### src/vis_pkg.sv
////////////////////////////////////////
// Shared types and opf encodings for the VIS control block
// Imported by every RTL file and by the testbench
////////////////////////////////////////
package vis_pkg;

   localparam int num_threads = 4;

   typedef logic [1:0] tid_t;
   typedef logic [8:0] opf_t;
   typedef logic [4:0] freg_t;
   // Bit 2 selects the GSR rounding mode over the FSR one
   typedef logic [2:0] rnd_t;
   typedef logic [2:0] align_t;
   typedef logic [1:0] fsr_rnd_t;

   ////////////////////////////////////////
   // Opcode encodings
   ////////////////////////////////////////
   // Partitioned add, bit 2 subtract, bit 1 32-bit
   localparam opf_t opf_add_base       = 9'b0_0101_0000;
   localparam opf_t opf_add_mask       = 9'b1_1111_1000;
   localparam opf_t opf_falign         = 9'b0_0100_1000;
   // Logic function sits in bits 4 to 1
   localparam opf_t opf_logic_base     = 9'b0_0110_0000;
   localparam opf_t opf_logic_mask     = 9'b1_1110_0000;
   localparam opf_t opf_siam           = 9'b0_1000_0001;
   // Bit 1 is the little-endian form
   localparam opf_t opf_alignaddr      = 9'b0_0001_1000;
   localparam opf_t opf_alignaddr_mask = 9'b1_1111_1101;

   typedef enum logic [2:0] {
      cls_add, cls_align, cls_logic, cls_siam, cls_alignaddr, cls_illegal
   } vis_class_e;

   // Encoded as opf bits 4 to 1
   typedef enum logic [3:0] {
      log_zero, log_nor, log_andnot2, log_not2,
      log_andnot1, log_not1, log_xor, log_nand,
      log_and, log_xnor, log_src1, log_ornot2,
      log_src2, log_ornot1, log_or, log_one
   } log_func_e;

   typedef enum logic [1:0] {sel_pass, sel_nand, sel_nor, sel_xor} log_sel_e;
   typedef enum logic [1:0] {out_add, out_log, out_align} out_sel_e;

   ////////////////////////////////////////
   // Interface and pipeline structs
   ////////////////////////////////////////
   typedef struct packed {
      logic   valid;
      tid_t   tid;
      opf_t   opf;
      freg_t  frs1;
      freg_t  frs2;
      freg_t  frd;
      rnd_t   siam_rnd;
      align_t addr_offset;
   } vis_op_req_t;

   typedef struct packed {
      logic       valid;
      tid_t       tid;
      vis_class_e cls;
      log_func_e  log_func;
      logic       subtract;
      logic       add32;
      logic       little;
      rnd_t       siam_rnd;
      align_t     addr_offset;
   } vis_op_t;

   typedef struct packed {
      logic illegal;
      logic nofrf;
   } vis_chk_t;

   typedef struct packed {
      rnd_t   rnd;
      align_t align;
   } gsr_t;

   typedef struct packed {
      logic valid;
      tid_t tid;
      gsr_t gsr;
   } gsr_wr_t;

   typedef struct packed {
      logic     valid;
      logic     illegal;
      logic     nofrf;
      logic     wen;
      out_sel_e out_sel;
      logic     add32;
      logic     subtract;
      logic     cin;
      log_sel_e log_sel;
      logic     invert_rs1;
      logic     invert_rs2;
      logic     pass_rs1;
      logic     pass_rs2;
      logic     pass_const;
      logic     constant;
      align_t   align_shift;
      fsr_rnd_t fpu_rnd;
   } vis_ctl_t;

endpackage
### src/vis_ctl.sv
////////////////////////////////////////
// VIS control top: decode, GSR file and result stage
// Operation in cycle N gives the control word in cycle N+2
////////////////////////////////////////
`timescale 1ns/1ps

module vis_ctl (
   input  logic                 clk,
   input  logic                 reset,
   input  vis_pkg::vis_op_req_t op_in,
   input  vis_pkg::gsr_wr_t     gsr_wr,
   input  vis_pkg::fsr_rnd_t    fsr_rnd,
   output vis_pkg::vis_ctl_t    ctl_out
);
   import vis_pkg::*;

   vis_op_t  dec_op;
   vis_chk_t dec_chk;
   gsr_t     thr_gsr;

   vis_decode u_decode (
      .clk     (clk),
      .reset   (reset),
      .op_in   (op_in),
      .dec_op  (dec_op),
      .dec_chk (dec_chk)
   );

   // GSR read and update share the decoded cycle
   vis_gsr_file u_gsr_file (
      .clk     (clk),
      .reset   (reset),
      .dec_op  (dec_op),
      .dec_chk (dec_chk),
      .gsr_wr  (gsr_wr),
      .thr_gsr (thr_gsr)
   );

   vis_result u_result (
      .clk     (clk),
      .reset   (reset),
      .dec_op  (dec_op),
      .dec_chk (dec_chk),
      .thr_gsr (thr_gsr),
      .fsr_rnd (fsr_rnd),
      .ctl_out (ctl_out)
   );

endmodule

### src/vis_result.sv
////////////////////////////////////////
// Result stage: builds the registered datapath control word
// from the decoded operation and the thread's GSR
////////////////////////////////////////
`timescale 1ns/1ps

module vis_result (
   input  logic              clk,
   input  logic              reset,
   input  vis_pkg::vis_op_t  dec_op,
   input  vis_pkg::vis_chk_t dec_chk,
   input  vis_pkg::gsr_t     thr_gsr,
   input  vis_pkg::fsr_rnd_t fsr_rnd,
   output vis_pkg::vis_ctl_t ctl_out
);
   import vis_pkg::*;

   log_func_e func;
   logic      no_result;
   vis_ctl_t  ctl_d;

   assign func      = dec_op.log_func;
   assign no_result = (dec_op.cls == cls_siam) || (dec_op.cls == cls_alignaddr);

   always_comb begin
      ctl_d.valid   = dec_op.valid;
      ctl_d.illegal = dec_chk.illegal;
      ctl_d.nofrf   = dec_chk.nofrf;
      ctl_d.wen     = dec_op.valid && !dec_chk.illegal && !no_result;

      // Output mux
      case (dec_op.cls)
         cls_add:   ctl_d.out_sel = out_add;
         cls_align: ctl_d.out_sel = out_align;
         default:   ctl_d.out_sel = out_log;
      endcase

      // Adder
      ctl_d.add32    = dec_op.add32;
      ctl_d.subtract = dec_op.subtract;
      ctl_d.cin      = dec_op.subtract;

      // Logic unit, built on nand/nor/xor with optional input inversion
      case (func)
         log_or, log_nand, log_ornot1, log_ornot2:    ctl_d.log_sel = sel_nand;
         log_and, log_nor, log_andnot1, log_andnot2:  ctl_d.log_sel = sel_nor;
         log_xor, log_xnor:                           ctl_d.log_sel = sel_xor;
         default:                                     ctl_d.log_sel = sel_pass;
      endcase
      ctl_d.invert_rs1 = func inside {log_not1, log_or, log_and, log_ornot2, log_andnot2};
      ctl_d.invert_rs2 = func inside {log_not2, log_or, log_and, log_ornot1, log_andnot1,
                                      log_xnor};
      ctl_d.pass_rs1   = func inside {log_src1, log_not1};
      ctl_d.pass_rs2   = func inside {log_src2, log_not2};
      ctl_d.pass_const = !(ctl_d.pass_rs1 || ctl_d.pass_rs2);
      ctl_d.constant   = (func == log_one);

      // falign shift and rounding mode
      ctl_d.align_shift = thr_gsr.align;
      ctl_d.fpu_rnd     = thr_gsr.rnd[2] ? thr_gsr.rnd[1:0] : fsr_rnd;
   end

   always_ff @(posedge clk) begin
      ctl_out <= ctl_d;
      if (reset) begin
         ctl_out.valid <= 1'b0;
      end
   end

endmodule

### src/vis_gsr_file.sv
////////////////////////////////////////
// Per-thread GSR rounding and align fields
// Reads the issuing thread and commits updates at cycle end
////////////////////////////////////////
`timescale 1ns/1ps

module vis_gsr_file (
   input  logic              clk,
   input  logic              reset,
   input  vis_pkg::vis_op_t  dec_op,
   input  vis_pkg::vis_chk_t dec_chk,
   input  vis_pkg::gsr_wr_t  gsr_wr,
   output vis_pkg::gsr_t     thr_gsr
);
   import vis_pkg::*;

   gsr_t   gsr_q [num_threads];
   logic   op_update;
   logic   siam_wr;
   logic   aa_wr;
   align_t aa_align;

   // Value seen by the issuing thread, before this cycle's commit
   assign thr_gsr = gsr_q[dec_op.tid];

   assign op_update = dec_op.valid && !dec_chk.illegal;
   assign siam_wr   = op_update && (dec_op.cls == cls_siam);
   assign aa_wr     = op_update && (dec_op.cls == cls_alignaddr);

   // Little-endian alignaddress stores the negated offset
   assign aa_align = dec_op.little ? align_t'(~dec_op.addr_offset + 3'd1)
                                   : dec_op.addr_offset;

   ////////////////////////////////////////
   // Update, explicit write has priority
   ////////////////////////////////////////
   always_ff @(posedge clk) begin
      for (int t = 0; t < num_threads; t++) begin
         if (reset) begin
            gsr_q[t] <= '0;
         end else if (gsr_wr.valid && (gsr_wr.tid == tid_t'(t))) begin
            gsr_q[t] <= gsr_wr.gsr;
         end else if (dec_op.tid == tid_t'(t)) begin
            if (siam_wr) begin
               gsr_q[t].rnd <= dec_op.siam_rnd;
            end
            if (aa_wr) begin
               gsr_q[t].align <= aa_align;
            end
         end
      end
   end

endmodule

### src/vis_decode.sv
////////////////////////////////////////
// Decode stage: classifies opf, checks register fields
// and registers the decoded operation one cycle later
////////////////////////////////////////
`timescale 1ns/1ps

module vis_decode (
   input  logic                 clk,
   input  logic                 reset,
   input  vis_pkg::vis_op_req_t op_in,
   output vis_pkg::vis_op_t     dec_op,
   output vis_pkg::vis_chk_t    dec_chk
);
   import vis_pkg::*;

   vis_class_e cls;
   log_func_e  func;
   logic       rs1_must_be_zero;
   logic       rs2_must_be_zero;
   logic       illegal_rs1;
   logic       illegal_rs2;
   logic       illegal_siam;
   vis_op_t    op_d;
   vis_chk_t   chk_d;

   ////////////////////////////////////////
   // Opcode class
   ////////////////////////////////////////
   always_comb begin
      if ((op_in.opf & opf_add_mask) == opf_add_base) begin
         cls = cls_add;
      end else if (op_in.opf == opf_falign) begin
         cls = cls_align;
      end else if ((op_in.opf & opf_logic_mask) == opf_logic_base) begin
         cls = cls_logic;
      end else if (op_in.opf == opf_siam) begin
         cls = cls_siam;
      end else if ((op_in.opf & opf_alignaddr_mask) == opf_alignaddr) begin
         cls = cls_alignaddr;
      end else begin
         cls = cls_illegal;
      end
   end

   assign func = log_func_e'(op_in.opf[4:1]);

   // Functions that ignore a source need that field left at zero
   assign rs1_must_be_zero = (cls == cls_siam) ||
      ((cls == cls_logic) && (func inside {log_zero, log_one, log_src2, log_not2}));
   assign rs2_must_be_zero =
      (cls == cls_logic) && (func inside {log_zero, log_one, log_src1, log_not1});

   assign illegal_rs1  = rs1_must_be_zero && (op_in.frs1 != '0);
   assign illegal_rs2  = rs2_must_be_zero && (op_in.frs2 != '0);
   // siam carries no destination and only a 3-bit mode in frs2
   assign illegal_siam = (cls == cls_siam) &&
                         ((op_in.frd != '0) || op_in.frs2[4] || op_in.frs2[3]);

   always_comb begin
      chk_d.illegal = (cls == cls_illegal) || illegal_rs1 || illegal_rs2 || illegal_siam;
      chk_d.nofrf   = (cls == cls_siam) || (cls == cls_alignaddr) ||
                      ((cls == cls_logic) && (func inside {log_zero, log_one}));
   end

   always_comb begin
      op_d.valid       = op_in.valid;
      op_d.tid         = op_in.tid;
      op_d.cls         = cls;
      op_d.log_func    = func;
      op_d.subtract    = op_in.opf[2];
      op_d.add32       = op_in.opf[1];
      op_d.little      = op_in.opf[1];
      op_d.siam_rnd    = op_in.siam_rnd;
      op_d.addr_offset = op_in.addr_offset;
   end

   // Only the strobe is cleared, the payload follows it
   always_ff @(posedge clk) begin
      dec_op  <= op_d;
      dec_chk <= chk_d;
      if (reset) begin
         dec_op.valid <= 1'b0;
      end
   end

endmodule

### config.mk
export PLATFORM = sky130hd
export DESIGN_NAME = vis_ctl
export DESIGN_NICKNAME = d
export VERILOG_FILES = /design/src/vis_pkg.sv /design/src/vis_ctl.sv /design/src/vis_result.sv /design/src/vis_gsr_file.sv /design/src/vis_decode.sv
export SDC_FILE = /design/constraint.sdc
export NUM_CORES = 1
export LEC_CHECK = 0
export ABC_AREA = 1
export ABC_CLOCK_PERIOD_IN_PS = 1200
export BUFFER_PORTS_ARGS = -buffer_cell sky130_fd_sc_hd__buf_2
export CAP_MARGIN = 10
export CORE_ASPECT_RATIO = 0.6
export CORE_MARGIN = 10
export CORE_UTILIZATION = 25
export CTS_CLUSTER_DIAMETER = 50
export DETAILED_ROUTE_END_ITERATION = 16
export PLACE_DENSITY = 0.52
export SLEW_MARGIN = 20
export SYNTH_ARGS = -nofsm -noshare
export SYNTH_HDL_FRONTEND = slang
export SYNTH_SLANG_ARGS = --single-unit
export TNS_END_PERCENT = 1
### constraint.sdc
create_clock -name clk -period 1.2 [get_ports clk]
set_input_delay 0.06 -clock clk [delete_from_list [all_inputs] [get_ports clk]]
set_output_delay 0.06 -clock clk [all_outputs]
set_load 0.05 [all_outputs]
==> results of run 1 <==
[registers in the layout (all words and copies together), names as in the netlist]
register          flops
u_result.ctl_out     21
u_gsr_file.gsr_q     24
u_decode.dec_op      16
u_decode.dec_chk      2
[cell usage after synthesis]
library cell / instances
sky130_fd_sc_hd__nor2_2: 5
sky130_fd_sc_hd__a22oi_1: 8
sky130_fd_sc_hd__nor2_1: 29
sky130_fd_sc_hd__ha_1: 5
sky130_fd_sc_hd__o22ai_1: 26
sky130_fd_sc_hd__a22oi_2: 2
sky130_fd_sc_hd__nand2_1: 62
sky130_fd_sc_hd__o21ai_2: 1
sky130_fd_sc_hd__inv_2: 3
sky130_fd_sc_hd__buf_4: 1
sky130_fd_sc_hd__o211ai_1: 3
sky130_fd_sc_hd__edfxtp_1: 24
sky130_fd_sc_hd__buf_2: 1
sky130_fd_sc_hd__xnor2_1: 1
sky130_fd_sc_hd__nand2_2: 3
sky130_fd_sc_hd__nand3_2: 2
sky130_fd_sc_hd__nand3_1: 23
sky130_fd_sc_hd__nor2_4: 2
sky130_fd_sc_hd__o2111ai_1: 1
sky130_fd_sc_hd__nand4_1: 6
sky130_fd_sc_hd__dfxtp_1: 39
sky130_fd_sc_hd__nor3_1: 4
sky130_fd_sc_hd__nor3_2: 1
sky130_fd_sc_hd__o21ai_0: 1
sky130_fd_sc_hd__inv_1: 48
[layout by cell type (no fill, tap or decap), types with 5 or more instances in the layout]
cell type	Yosys	layout
sky130_fd_sc_hd__buf_2	1	67
sky130_fd_sc_hd__nand2_1	62	50
sky130_fd_sc_hd__inv_1	48	40
sky130_fd_sc_hd__dfxtp_1	39	34
sky130_fd_sc_hd__nor2_1	29	25
sky130_fd_sc_hd__edfxtp_1	24	24
sky130_fd_sc_hd__nand3_1	23	21
sky130_fd_sc_hd__o22ai_2	0	18
sky130_fd_sc_hd__buf_4	1	17
sky130_fd_sc_hd__dlygate4sd3_1	0	16
sky130_fd_sc_hd__nand2_2	3	15
sky130_fd_sc_hd__inv_2	3	10
sky130_fd_sc_hd__clkbuf_16	0	9
sky130_fd_sc_hd__o22ai_1	26	8
sky130_fd_sc_hd__a22oi_1	8	7
sky130_fd_sc_hd__nand4_1	6	6
sky130_fd_sc_hd__nor2_2	5	6
sky130_fd_sc_hd__nor2_4	2	5
sky130_fd_sc_hd__ha_1	5	5
sky130_fd_sc_hd__buf_6	0	5
[path summary, 6_finish.rpt]
path                            endpoint  slack, ns
setup reg to reg  u_gsr_file.gsr_q[0][2]      -0.05
hold reg to reg     u_result.ctl_out[19]       0.32
setup / recovery  u_gsr_file.gsr_q[0][2]      -0.05
hold / removal      u_result.ctl_out[21]       0.04
[cells by family (layout without fill, tap and decap cells)]
group	after synthesis	in the layout	synth area share
AO/OA/AOI/OAI	42	42	0.1090
XOR/XNOR	1	1	0.003261
adder cells (fa/ha/maj)	5	5	0.02329
buffers and inverters	53	172	0.07592
flip-flops	63	63	0.5589
AND/OR/NAND/NOR	137	137	0.2296
[area by class of cell]
cell class              instances  area (µm²)  share of cell area
clock buffers                  12       256.5             0.06355
clock inverters                 4       45.04             0.01116
inverters                      51       193.9             0.04805
multi-input cells             185        1175              0.2911
flip-flops and latches         63        1513              0.3748
well taps                     139       173.9             0.04309
repair buffers                105       679.4              0.1683
[per-layer routing]
layer / up-vias / routed length, µm / part of all wire / global-route usage
li1: 1242 / - / - / -
met1: 1132 / 3904 / 0.50 / 0.1334
met2: 80 / 3131 / 0.40 / 0.1352
met3: 11 / 544 / 0.070 / 0.04270
met4: 0 / 173 / 0.022 / 0.04917
met5: - / 0 / 0 / 0
[power by group through the flow]
stage | clock network, mW | registers [mW] | logic, mW
floorplan | 0 | 2.63 | 0.262
global placement | 0 | 2.47 | 0.693
detailed placement | 0 | 2.47 | 0.697
CTS | 2.65 | 2.43 | 0.758
global route | 2.73 | 2.44 | 0.860
finish | 2.59 | 2.43 | 0.789
[worst max-delay path, delay by kind of cell, from the launching register on]
family,cells,cell delay [ns]
flip-flops,1,0.31
adder cells (fa/ha/maj),1,0.20
XOR/XNOR,1,0.18
AO/OA/AOI/OAI,1,0.13
AND/OR/NAND/NOR,1,0.12
buffers and inverters,1,0.04
[repair_timing]
| action | CTS | global route |
|---|---|---|
| pin swaps | 11 | 14 |
| gates resized for setup | 22 | 42 |
| buffers inserted | 0 | 1 |
| hold buffers | 16 | 0 |
| hold endpoints to repair | 15 | 0 |
| endpoints found under the setup margin | 50 | 58 |
[metrics by stage]
stage | area [µm²] | total power [mW]
6_report | 4036 | 5.806
3_3_place_gp | 3341 | 3.158
4_1_cts | 3892 | 5.831
5_1_grt | 4036 | 6.034
3_5_place_dp | 3341 | 3.162
2_1_floorplan | 2686 | 2.897
==> metrics list, run 1 <==
- After legalization and detailed placement, the total HPWL measured 5.935 mm.
- In the final layout, the share of cells above drive strength 1 is 0.4167.
* Total global routing overflow: 0
* Slowest CP cell: sky130_fd_sc_hd__dfxtp_2
- Max-slew violation count: 0
- Relative to the synthesized area, the layout overhead comes to 50.26%.
- Number of nets in the layout: 466
- The internal power of the cells totals 4.346 mW.
- Headroom to the max-slew limit came out at 0.6818.
- The die covers 15430 µm².
- Syn avg cell area: 8.925 µm²
* Arrival time worst endpoint: 1.31 ns
* Final sum of negative setup slack: -0.5326 ns
* Post-route DRC: 0
* TritonCTS clock tree: done
* Switching fraction of total power: 0.2515
- Initial standard-cell utilization of the core: 0.2553
* Startpoint type of the worst setup path: register
* Largest net degree at the start of global routing: 12
- Summing over every cut layer, the via total after detailed routing is 2465.
- The worst register-to-register path begins at u_decode.dec_op[0].
* Number of cells on the worst reg-to-reg path: 5
* Endpoint type of the worst setup path: register
- After floorplanning, the core was divided into 29 placement rows.
* Start point of the worst min-delay path: reset
* Antenna violations before repair: 0
* Placeable core region: 10520 µm²
- The critical path goes through inv_2 > ha_1 > nor2_2 > xnor2_2 > o22ai_2.
* Syn. warnings: 0
- Port-buffer cells: 67
- Fraction of post-synthesis cell area in the top cell type by area: 0.2906
* DR WL/cell: 13.87 µm
- The final reports fail on setup timing.
- STA puts the critical path data required time at 1.26 ns.
* Pre-antenna DRT Iters: 5
* GRT Util Overall: 0.1003
* Sequential Power Share: 0.419
* RePlAce Congestion: 0.8091
- After clock tree synthesis, the clock-pin slew on the worst setup and hold paths is 0.05 ns.
- After detailed routing, the total wire length is 7.753 mm.
* Die extent in x: 153.8 µm
* Sink count of the clock tree: 63
- Sorting the synthesized cells by area gives the leading types as sky130_fd_sc_hd__dfxtp_1 29%, sky130_fd_sc_hd__edfxtp_1 27%, sky130_fd_sc_hd__nand2_1 8.7%, sky130_fd_sc_hd__inv_1 6.7%, sky130_fd_sc_hd__o22ai_1 6.1%.
- Once layout is complete, the utilization of the core stands at 0.3836.
- Timing analysis after detailed placement gives a worst setup slack of -0.1116 ns.
- In this run the worst path has a maximum fanout of 4.
- Subtracting the final worst setup slack from the clock period gives 1.247 ns.
- At the later pin of the worst-skew pair, clock insertion delay measures 0.33 ns.
* Clock buffers created by TritonCTS: 9
- Clock skew on the completed layout was measured at 0.004405 ns.
- Period utilisation layout: 1.039
* Number of DRC markers in iteration 0: 188
- Y dimension of the die: 100.3 µm
- Final hold analysis gives a worst-case slack of 0.04327 ns.
* Setup-failing EPs final: 22
- Maximum level of the CTS H-tree: 3
- Of the total power, the clock network draws 0.445.
- For the pin with the worst max-slew slack, the measured transition is 0.4759 ns.
- RSZ-0062 raised after global routing: true
- The number of global-route vias before repair is 2434.
- Once routing completed, OpenROAD measured the worst setup slack at -0.04689 ns.
- Cell at the root of the clock tree: sky130_fd_sc_hd__clkbuf_16
- Max-cap violations in this run came to 0.
- After the flow finishes, the layout carries non-filler instances totaling 559.
- Along the worst hold path, the cell count comes to 3.
- Dividing total power by cell area gives a power density of 1438 nW/µm².
- The number of hold violations in the final report was 0.
* Maximum single-stage delay on the critical path: 0.31 ns
* Crit path launch: u_decode.dec_op[0]
- Distinct cell type count after synthesis: 25
- Synthesis inferred 63 register bits.
- Leakage power of the design: 1.852 nW
* Via density per instance: 4.410
- Post-Synthesis Cell Area: 2686 µm²
- Count of fill cells added during filler insertion: 1066
* Cell type contributing the most total cell area after synthesis: sky130_fd_sc_hd__dfxtp_1
- Portion of the post-synthesis area used by sequential elements: 0.5589
* Number of top-level pins: 68
- Summed over all nets, the switching power comes to 1.460 mW.
- IR drop worst, VDD: 0.5713 mV
- Of the total power, combinational logic draws 0.136.
- Antenna Nets Post-Route: 0
* Worst hold path type: primary input to register
- The repair_antennas step left the layout with diodes totalling 0.
- The run finished, with violations left.
* Number of cells produced by synthesis: 301
* Max Clk Rate: 802.0 MHz
- The setup path with the least slack is of type register to register.
- The clock passes through at most 2 buffers.
- Number of placed instances, taps included: 526
- Wire length of the first global-routing pass: 12.21 mm
- Number of nets produced by synthesis: 352
Power figures use the tool's default switching activity.
==> run 2: changes to the inputs <==
--- a/config.mk
+++ b/config.mk
@@ -9,7 +9,6 @@
 export ABC_CLOCK_PERIOD_IN_PS = 1200
 export BUFFER_PORTS_ARGS = -buffer_cell sky130_fd_sc_hd__buf_2
 export CAP_MARGIN = 10
-export CORE_ASPECT_RATIO = 0.6
 export CORE_MARGIN = 10
 export CORE_UTILIZATION = 25
 export CTS_CLUSTER_DIAMETER = 50
==> run 2 against run 1 <==
  * The flow still finishes with violations (setup timing)
  * Non-clock buffer count rose by 3
  * Final cell count did not move
  * Clock skew rose by 0.0069 ns
  * Power fell by 16%
  * Sequential power barely moved
  * Clock-buffer cell count rose by 3
  * Wire length fell by 5.8%
  * Critical path type unchanged
  * Hold slack got worse by 0.019 ns
==> metrics list, run 2 (synthesized netlist as in run 1, its figures left out) <==
- The worst hold path begins at reset.
- RePlAce Congestion: 0.8501 (+5.1%)
* Reg clk slew, reported paths: 0.07 ns (+0.02 ns)
- The cell family contributing the most delay on the critical path is simple AND/OR/NAND/NOR gates.
* R2R Path End: u_gsr_file.gsr_q[0][4]
- Pre-CTS setup slack: -0.1060 ns (+0.005624 ns)
- GRT Util Overall: 0.09801 (-0.002334)
* Die extent in x: 123.7 µm (-20%)
* Placeable core region: 10420 µm² (-1.0%)
- The buffer depth of the longest clock path came to 2 (unchanged).
* Cell at the root of the clock tree: sky130_fd_sc_hd__clkbuf_8
- End point of the worst hold path: u_decode.dec_op[18]
- TritonCTS clock tree: done
* Insertion delay of the later-clocked pin in the worst-skew pair: 0.34 ns (about the same)
- The flow ran to the end, but the final reports show violations.
* Final min period: 1.239 ns (-0.007715 ns)
- The worst setup path is captured at a register.
- The number of I/O port buffers was 67 (unchanged).
* Count of fill cells added during filler insertion: 1058 (-0.75%)
* Setup-failing EPs final: 8 (-64%)
* Via count of the first global-routing pass: 2559 (+5.1%)
- The worst-case vdd ir drop was 0.3953 mV (-31%).
- Antenna Nets Post-Route: 0 (unchanged)
- The final net count is 469 (+0.64%).
* Clock buffers created by TritonCTS: 9 (unchanged)
- In the final layout, the registers with the most flip-flops are u_gsr_file.gsr_q x24, u_result.ctl_out x21, u_decode.dec_op x16.
- The total I/O pin count is 68 (unchanged).
- Largest register by flop count: u_gsr_file.gsr_q
- Crit Path Category: register to register
- Final sum of negative setup slack: -0.1231 ns (+0.4095 ns)
- The library cell used most frequently in the layout, excluding fill and tap cells, is sky130_fd_sc_hd__buf_2.
- The clock tree skew after final layout came to 0.01129 ns (+0.006886 ns).
- STA classifies the critical path startpoint as a register.
- The period utilization came to 1.033 (-0.006429).
* Initial standard-cell utilization of the core: 0.2579 (+0.002607)
* Wire length of the first global-routing pass: 11.73 mm (-4.0%)
- The H-tree depth came to 3 (unchanged).
* Share of cells above drive strength 1: 0.4255 (+0.008865)
- The die height is 123.7 µm (+23%).
- Leakage power of the design: 1.812 nW (-2.2%)
* Reg-to-reg slack, setup: -0.04 ns (about the same)
- Sink count of the clock tree: 63 (unchanged)
- The data arrival time at the worst-slack endpoint is 1.42 ns (+0.11 ns).
- The maximum number of pins on one net before global-route repair was 11 (-1).
* Leading cell types in the layout, fill and taps excluded: 67 x sky130_fd_sc_hd__buf_2, 51 x sky130_fd_sc_hd__nand2_1, 38 x sky130_fd_sc_hd__inv_1
* DR WL/cell: 13.07 µm (-5.8%)
* Max-slew violation count: 0 (unchanged)
- The worst setup margin is -0.03917 ns (+0.007715 ns).
- The maximum clock frequency came to 807.0 MHz (+0.62%).
- The sum of net half-perimeters after detailed placement came to 5.805 mm (-2.2%).
- The overflow left after global routing is 0 (unchanged).
- The number of iterations in the first detailed-routing pass came to 4 (-1).
- The number of DRC violations after detailed routing was 0 (unchanged).
- Via density per instance: 4.404 (-0.12%)
* Crit path cell chain: inv_1 > nor2_1 > inv_2 > nor2_4 > nand3_2 > buf_4 > o22ai_1
* Failing checks: setup timing
* Actual transition at the worst max-transition pin: 0.4224 ns (-0.05351 ns)
* Max-Slew Margin vs Limit: 0.7176 (+0.03583)
* Startpoint of the worst-slack reg-to-reg timing path: u_decode.dec_op[18]
- Slowest CP cell: sky130_fd_sc_hd__dfxtp_1
- The total power per unit cell area was 1237 nW/µm² (-14%).
- Number of cells on the worst reg-to-reg path: 7 (+2)
- Post-CTS Repair Setup Buffers: 0 (unchanged)
- RSZ-0062 raised after global routing: true
* Cell depth of the worst min-delay path: 3 (unchanged)
- Required time worst endpoint: 1.38 ns (+0.12 ns)
- Relative to the synthesized area, the layout overhead comes to 46.90%.
- The number of max-cap violations was 0 (unchanged).
* Critical Path Fanout Max: 4 (unchanged)
* Worst path buffer plus inverter count: 3 (+2)
- Maximum single-stage delay on the critical path: 0.30 ns (about the same)
* Number of flip-flops in the largest register: 24 (unchanged)
- Die ar.: 15290 µm² (-0.88%)
* Worst hold path type: primary input to register
- The number of hold violations in the final report is 0 (unchanged).
* Number of DRC markers in iteration 0: 107 (-43%)
- Hold slack: 0.02435 ns (-0.01892 ns)
* Rows: 37 (+28%)
- Antenna violations before repair: 0 (unchanged)
- The detailed-route via count came to 2462 (-0.12%).
- The total routed wirelength is 7.304 mm (-5.8%).
* Number of antenna diodes: 0 (unchanged)
==> run 2: changes by cell type in the layout (fill, tap and decap cells not counted), sizes merged <==
| cell | before | now |
|---|---|---|
| dlygate4sd3 | 16 | 15 |
| bufinv | 1 | 0 |
| clkinv | 3 | 1 |
| buf | 89 | 93 |
| clkbuf | 12 | 15 |
==> run 2: worst max path at each step <==
stage / start / end / depth (start not counted)
after CTS: u_decode.dec_op[18] / u_gsr_file.gsr_q[0][3] / 7
final: u_decode.dec_op[18] / u_gsr_file.gsr_q[0][4] / 7
after global placement: u_decode.dec_op[18] / u_gsr_file.gsr_q[3][5] / 7
after floorplan: u_decode.dec_op[0] / u_gsr_file.gsr_q[1][2] / 5
after detailed placement: u_decode.dec_op[0] / u_gsr_file.gsr_q[3][2] / 5
after global routing: u_decode.dec_op[18] / u_gsr_file.gsr_q[3][2] / 7
==> run 2: layer usage <==
metal,routed length [µm],global-route usage
met5,0,0
met4,90,0.03712
met3,550,0.04299
met2,3590,0.1626
met1,3073,0.1089
==> run 2: stage by stage <==
step / cell area, µm² / cells / utilization / power (mW)
2_1_floorplan: 2686 / 301 / - / 2.897
3_3_place_gp: 3387 / 528 / 0.3252 / 3.167
3_5_place_dp: 3387 / 528 / 0.3252 / 3.173
4_1_cts: 3824 / 559 / 0.3671 / 4.914
5_1_grt: 3946 / 559 / 0.3789 / 5.131
6_report: 3946 / 559 / 0.3789 / 4.881
==> run 2: what timing repair did <==
item                                    CTS  global route
hold buffers                             15             0
pin swaps                                16             6
endpoints found under the hold margin    15             0
endpoints found under the setup margin   50            56
gates resized for setup                  31            34
==> run 2: worst register-to-register path: cells and delay by family, from the launching register on <==
family                 cells  cell delay [ns]
AO/OA/AOI/OAI              1             0.12
buffers and inverters      3             0.29
flip-flops                 1             0.30
AND/OR/NAND/NOR            3             0.37
==> run 2: cell type report <==
class / count / area [µm²] / area share
inverters: 51 / 191.4 / 0.04851
clock buffers: 15 / 176.4 / 0.04471
multi-input cells: 185 / 1177 / 0.2984
well taps: 136 / 170.2 / 0.04312
flip-flops and latches: 63 / 1510 / 0.3827
clock inverters: 1 / 5.005 / 0.001268
repair buffers: 108 / 715.7 / 0.1814
==> run 2: where the power goes <==
| group | total [mW] | leakage (nW) | switching [mW] | internal (mW) |
|---|---|---|---|---|
| sequential | 2.42 | 0.561 | 0.0564 | 2.37 |
| combinational | 0.789 | 1.16 | 0.512 | 0.278 |
| clock | 1.67 | 0.0937 | 0.751 | 0.919 |
==> run 3: changes to the inputs <==
--- a/config.mk
+++ b/config.mk
@@ -11,6 +11,7 @@
 export CAP_MARGIN = 10
 export CORE_MARGIN = 10
 export CORE_UTILIZATION = 25
+export CTS_BUF_LIST = sky130_fd_sc_hd__clkbuf_4 sky130_fd_sc_hd__clkbuf_8
 export CTS_CLUSTER_DIAMETER = 50
 export DETAILED_ROUTE_END_ITERATION = 16
 export PLACE_DENSITY = 0.52
@@ -18,4 +19,4 @@
 export SYNTH_ARGS = -nofsm -noshare
 export SYNTH_HDL_FRONTEND = slang
 export SYNTH_SLANG_ARGS = --single-unit
-export TNS_END_PERCENT = 1
+export TNS_END_PERCENT = 5
==> run 3 against run 2 <==
  * Sequential cell count is the same
  * Sequential power is essentially flat
  * Utilization grew 0.28 points
  * Highest routed layer unchanged
  * Sequential share of layout area shrank 0.25 points
  * Maximum frequency grew 0.84%
  * The flow still finishes with violations (setup timing)
  * Global-route usage is essentially flat
==> metrics list, run 3 (synthesized netlist as in run 1, its figures left out) <==
* Outcome: finished, violations left
- Failing checks: setup timing
* Cell at the root of the clock tree: sky130_fd_sc_hd__clkbuf_8
* Number of top-level pins: 68 (unchanged)
- The clock transition at the register clock pins on the worst setup and hold paths after CTS came to 0.07 ns (about the same).
- Routed wl met3: 561 µm (+2.0%)
* Maximum single-stage delay on the critical path: 0.34 ns (+0.04 ns)
* Wire length of the first global-routing pass: 11.74 mm (+0.11%)
- Number of endpoints with negative hold slack in the final report: 0 (unchanged)
- Count of fill cells added during filler insertion: 1059 (+0.095%)
* Top layer in use: met4
* Via count of the first global-routing pass: 2561 (+0.078%)
- Critical Path Fanout Max: 4 (unchanged)
- Setup-failing EPs final: 16 (+8)
* Period utilisation layout: 1.024 (-0.008648)
* RSZ-0062 raised after global routing: true
* Crit path launch: u_decode.dec_op[17]
- The worst setup path is captured at a register.
- The number of standard-cell rows in the floorplan came to 37 (unchanged).
- Leading cell types in the layout, fill and taps excluded: 67 x sky130_fd_sc_hd__buf_2, 49 x sky130_fd_sc_hd__nand2_1, 37 x sky130_fd_sc_hd__inv_1
* R2R Path End: u_gsr_file.gsr_q[1][4]
* RePlAce Congestion: 0.8501 (unchanged)
* Clock buffers created by TritonCTS: 9 (unchanged)
* Number of vias in the routed layout: 2444 (-0.73%)
- The minimum period implied by the final worst setup slack is 1.229 ns (-0.01038 ns).
* Crit Path Category: register to register
* Max-slew violation count: 0 (unchanged)
* Port-buffer cells: 67 (unchanged)
- Via density per instance: 4.357 (-1.1%)
* GRT Util Overall: 0.09810 (about the same)
- Final HPWL DP: 5.805 mm (unchanged)
- The clock tree skew after final layout came to 0.01193 ns (+0.0006352 ns).
* Capturing instance or port of the critical path: u_gsr_file.gsr_q[1][4]
* Maximum level of the CTS H-tree: 3 (unchanged)
- Finished layout cell area: 3975 µm² (+0.73%)
* Die ar.: 15290 µm² (unchanged)
* Initial standard-cell utilization of the core: 0.2579 (unchanged)
- Startpoint of the worst-slack reg-to-reg timing path: u_decode.dec_op[17]
- Number of flip-flops in the largest register: 24 (unchanged)
- The worst setup path is launched from a register.
- The clock network latency to the later pin of the worst-skew pair is 0.34 ns (about the same).
* Hold slack: 0.01726 ns (-0.007096 ns)
* Placeable core region: 10420 µm² (unchanged)
* Largest buffer count on any clock path: 2 (unchanged)
* Leakage power of the design: 1.826 nW (+0.77%)
- Instance area after placement: 3387 µm² (unchanged)
* Number of cells on the worst reg-to-reg path: 7 (unchanged)
* Total power density per cell area: 1249 nW/µm² (+0.94%)
- Max-Slew Margin vs Limit: 0.7050 (-0.01257)
* DR WL/cell: 12.98 µm (-0.66%)
- IR drop worst, VDD: 0.4254 mV (+7.6%)
- Antenna Nets Post-Route: 0 (unchanged)
- Regs by FF count: u_gsr_file.gsr_q x24, u_result.ctl_out x21, u_decode.dec_op x16
* Post-route DRC: 0 (unchanged)
- The transition time at the pin with the least slew margin came to 0.4412 ns (+0.01872 ns).
- Max Clk Rate: 813.8 MHz (+0.84%)
- Number of nets in the layout: 471 (+0.43%)
* Reg-to-reg slack, setup: -0.03 ns (about the same)
* Largest net degree at the start of global routing: 11 (unchanged)
- Die extent in x: 123.7 µm (unchanged)
- Met2 wire length: 3.536 mm (-1.5%)
- The overflow left after global routing came to 0 (unchanged).
- The total routed wire length on the met1 layer came to 3.051 mm (-0.72%).
- The initial DRC count came to 115 (+7.5%).
* Slowest CP cell: sky130_fd_sc_hd__dfxtp_2
* Arrival time worst endpoint: 1.40 ns (-0.02 ns)
* Final sum of negative setup slack: -0.2097 ns (-0.08658 ns)
- Y dimension of the die: 123.7 µm (unchanged)
- Setup slack after layout: -0.02880 ns (+0.01038 ns)
* Area of the multi-input gates: 1186 µm² (+0.74%)
* Largest register by flop count: u_gsr_file.gsr_q
* Reported max-cap violation count: 0 (unchanged)
* Required time worst endpoint: 1.37 ns (about the same)
* Worst hold path type: primary input to register
- The antenna diode count came to 0 (unchanged).
- Layout overhead on the synthesized area: 47.97%
- TritonCTS built the clock tree.
- Share of cells above drive strength 1: 0.4447 (+0.01917)
- Pre-antenna DRT Iters: 4 (unchanged)
* Commonest non-fill, non-tap cell in the layout: sky130_fd_sc_hd__buf_2
- Sink count of the clock tree: 63 (unchanged)
- WL final: 7.282 mm (-0.30%)
- The initial antenna violation count is 0 (unchanged).
- The sequential cell area in the final layout came to 1511 µm² (about the same).
- Crit path cell chain: buf_4 > nor2_4 > inv_2 > nor2_4 > nand2_2 > buf_4 > o22ai_1
## run 3: power breakdown
part / leakage [nW] / switching, mW / internal, mW
clock network: 0.104 / 0.762 / 0.987
logic: 1.16 / 0.511 / 0.280
registers: 0.560 / 0.0580 / 2.37
total: 1.83 / 1.33 / 3.63
## run 3: per-stage QoR
step / std cells / utilization / worst slack [ns] / total power, mW
floorplan: 301 / - / -0.02264 / 2.897
global placement: 528 / 0.3252 / -0.09074 / 3.167
detailed placement: 528 / 0.3252 / -0.1060 / 3.173
CTS: 559 / 0.3688 / -0.03130 / 4.984
global route: 561 / 0.3816 / -0.1056 / 5.201
finish: 561 / 0.3816 / -0.02880 / 4.963
## run 3: worst min-delay path by stage
stage	startpoint	endpoint	slack [ns]	cells after the start
after floorplan	op_in[0]	u_decode.dec_op[0]	0.09	0
after global placement	op_in[5]	u_decode.dec_op[5]	0.16	1
after detailed placement	op_in[5]	u_decode.dec_op[5]	0.16	1
after CTS	reset	u_decode.dec_op[18]	0.01	3
after global routing	reset	u_decode.dec_op[18]	0.03	3
final	reset	u_decode.dec_op[18]	0.02	3
## run 3: area by class of cell
| class | instances | share of cell area |
|---|---|---|
| clock buffer | 15 | 0.04721 |
| clock inverter | 1 | 0.001259 |
| inverter | 51 | 0.04816 |
| multi-input combinational | 185 | 0.2984 |
| sequential | 63 | 0.3802 |
| tap | 136 | 0.04281 |
| timing repair buffer | 110 | 0.1819 |
## run 3: critical path: cells and delay by family (launching register included)
family          cells  cell delay [ns]
buf+inv             3             0.34
flops               1             0.34
simple gates        3             0.28
compound gates      1             0.11
## run 3: metal layers
metal	vias up	global-route usage
met5	-	0
met4	0	0.03712
met3	11	0.04299
met2	66	0.1626
met1	1118	0.1091
li1	1249	-
## run 3: timing repair
item | CTS | global route
setup endpoints to repair | 50 | 56
setup buffers | 0 | 2
endpoints found under the hold margin | 15 | 0
pin swaps | 16 | 4
hold buffers | 15 | 0
resized for setup | 33 | 35
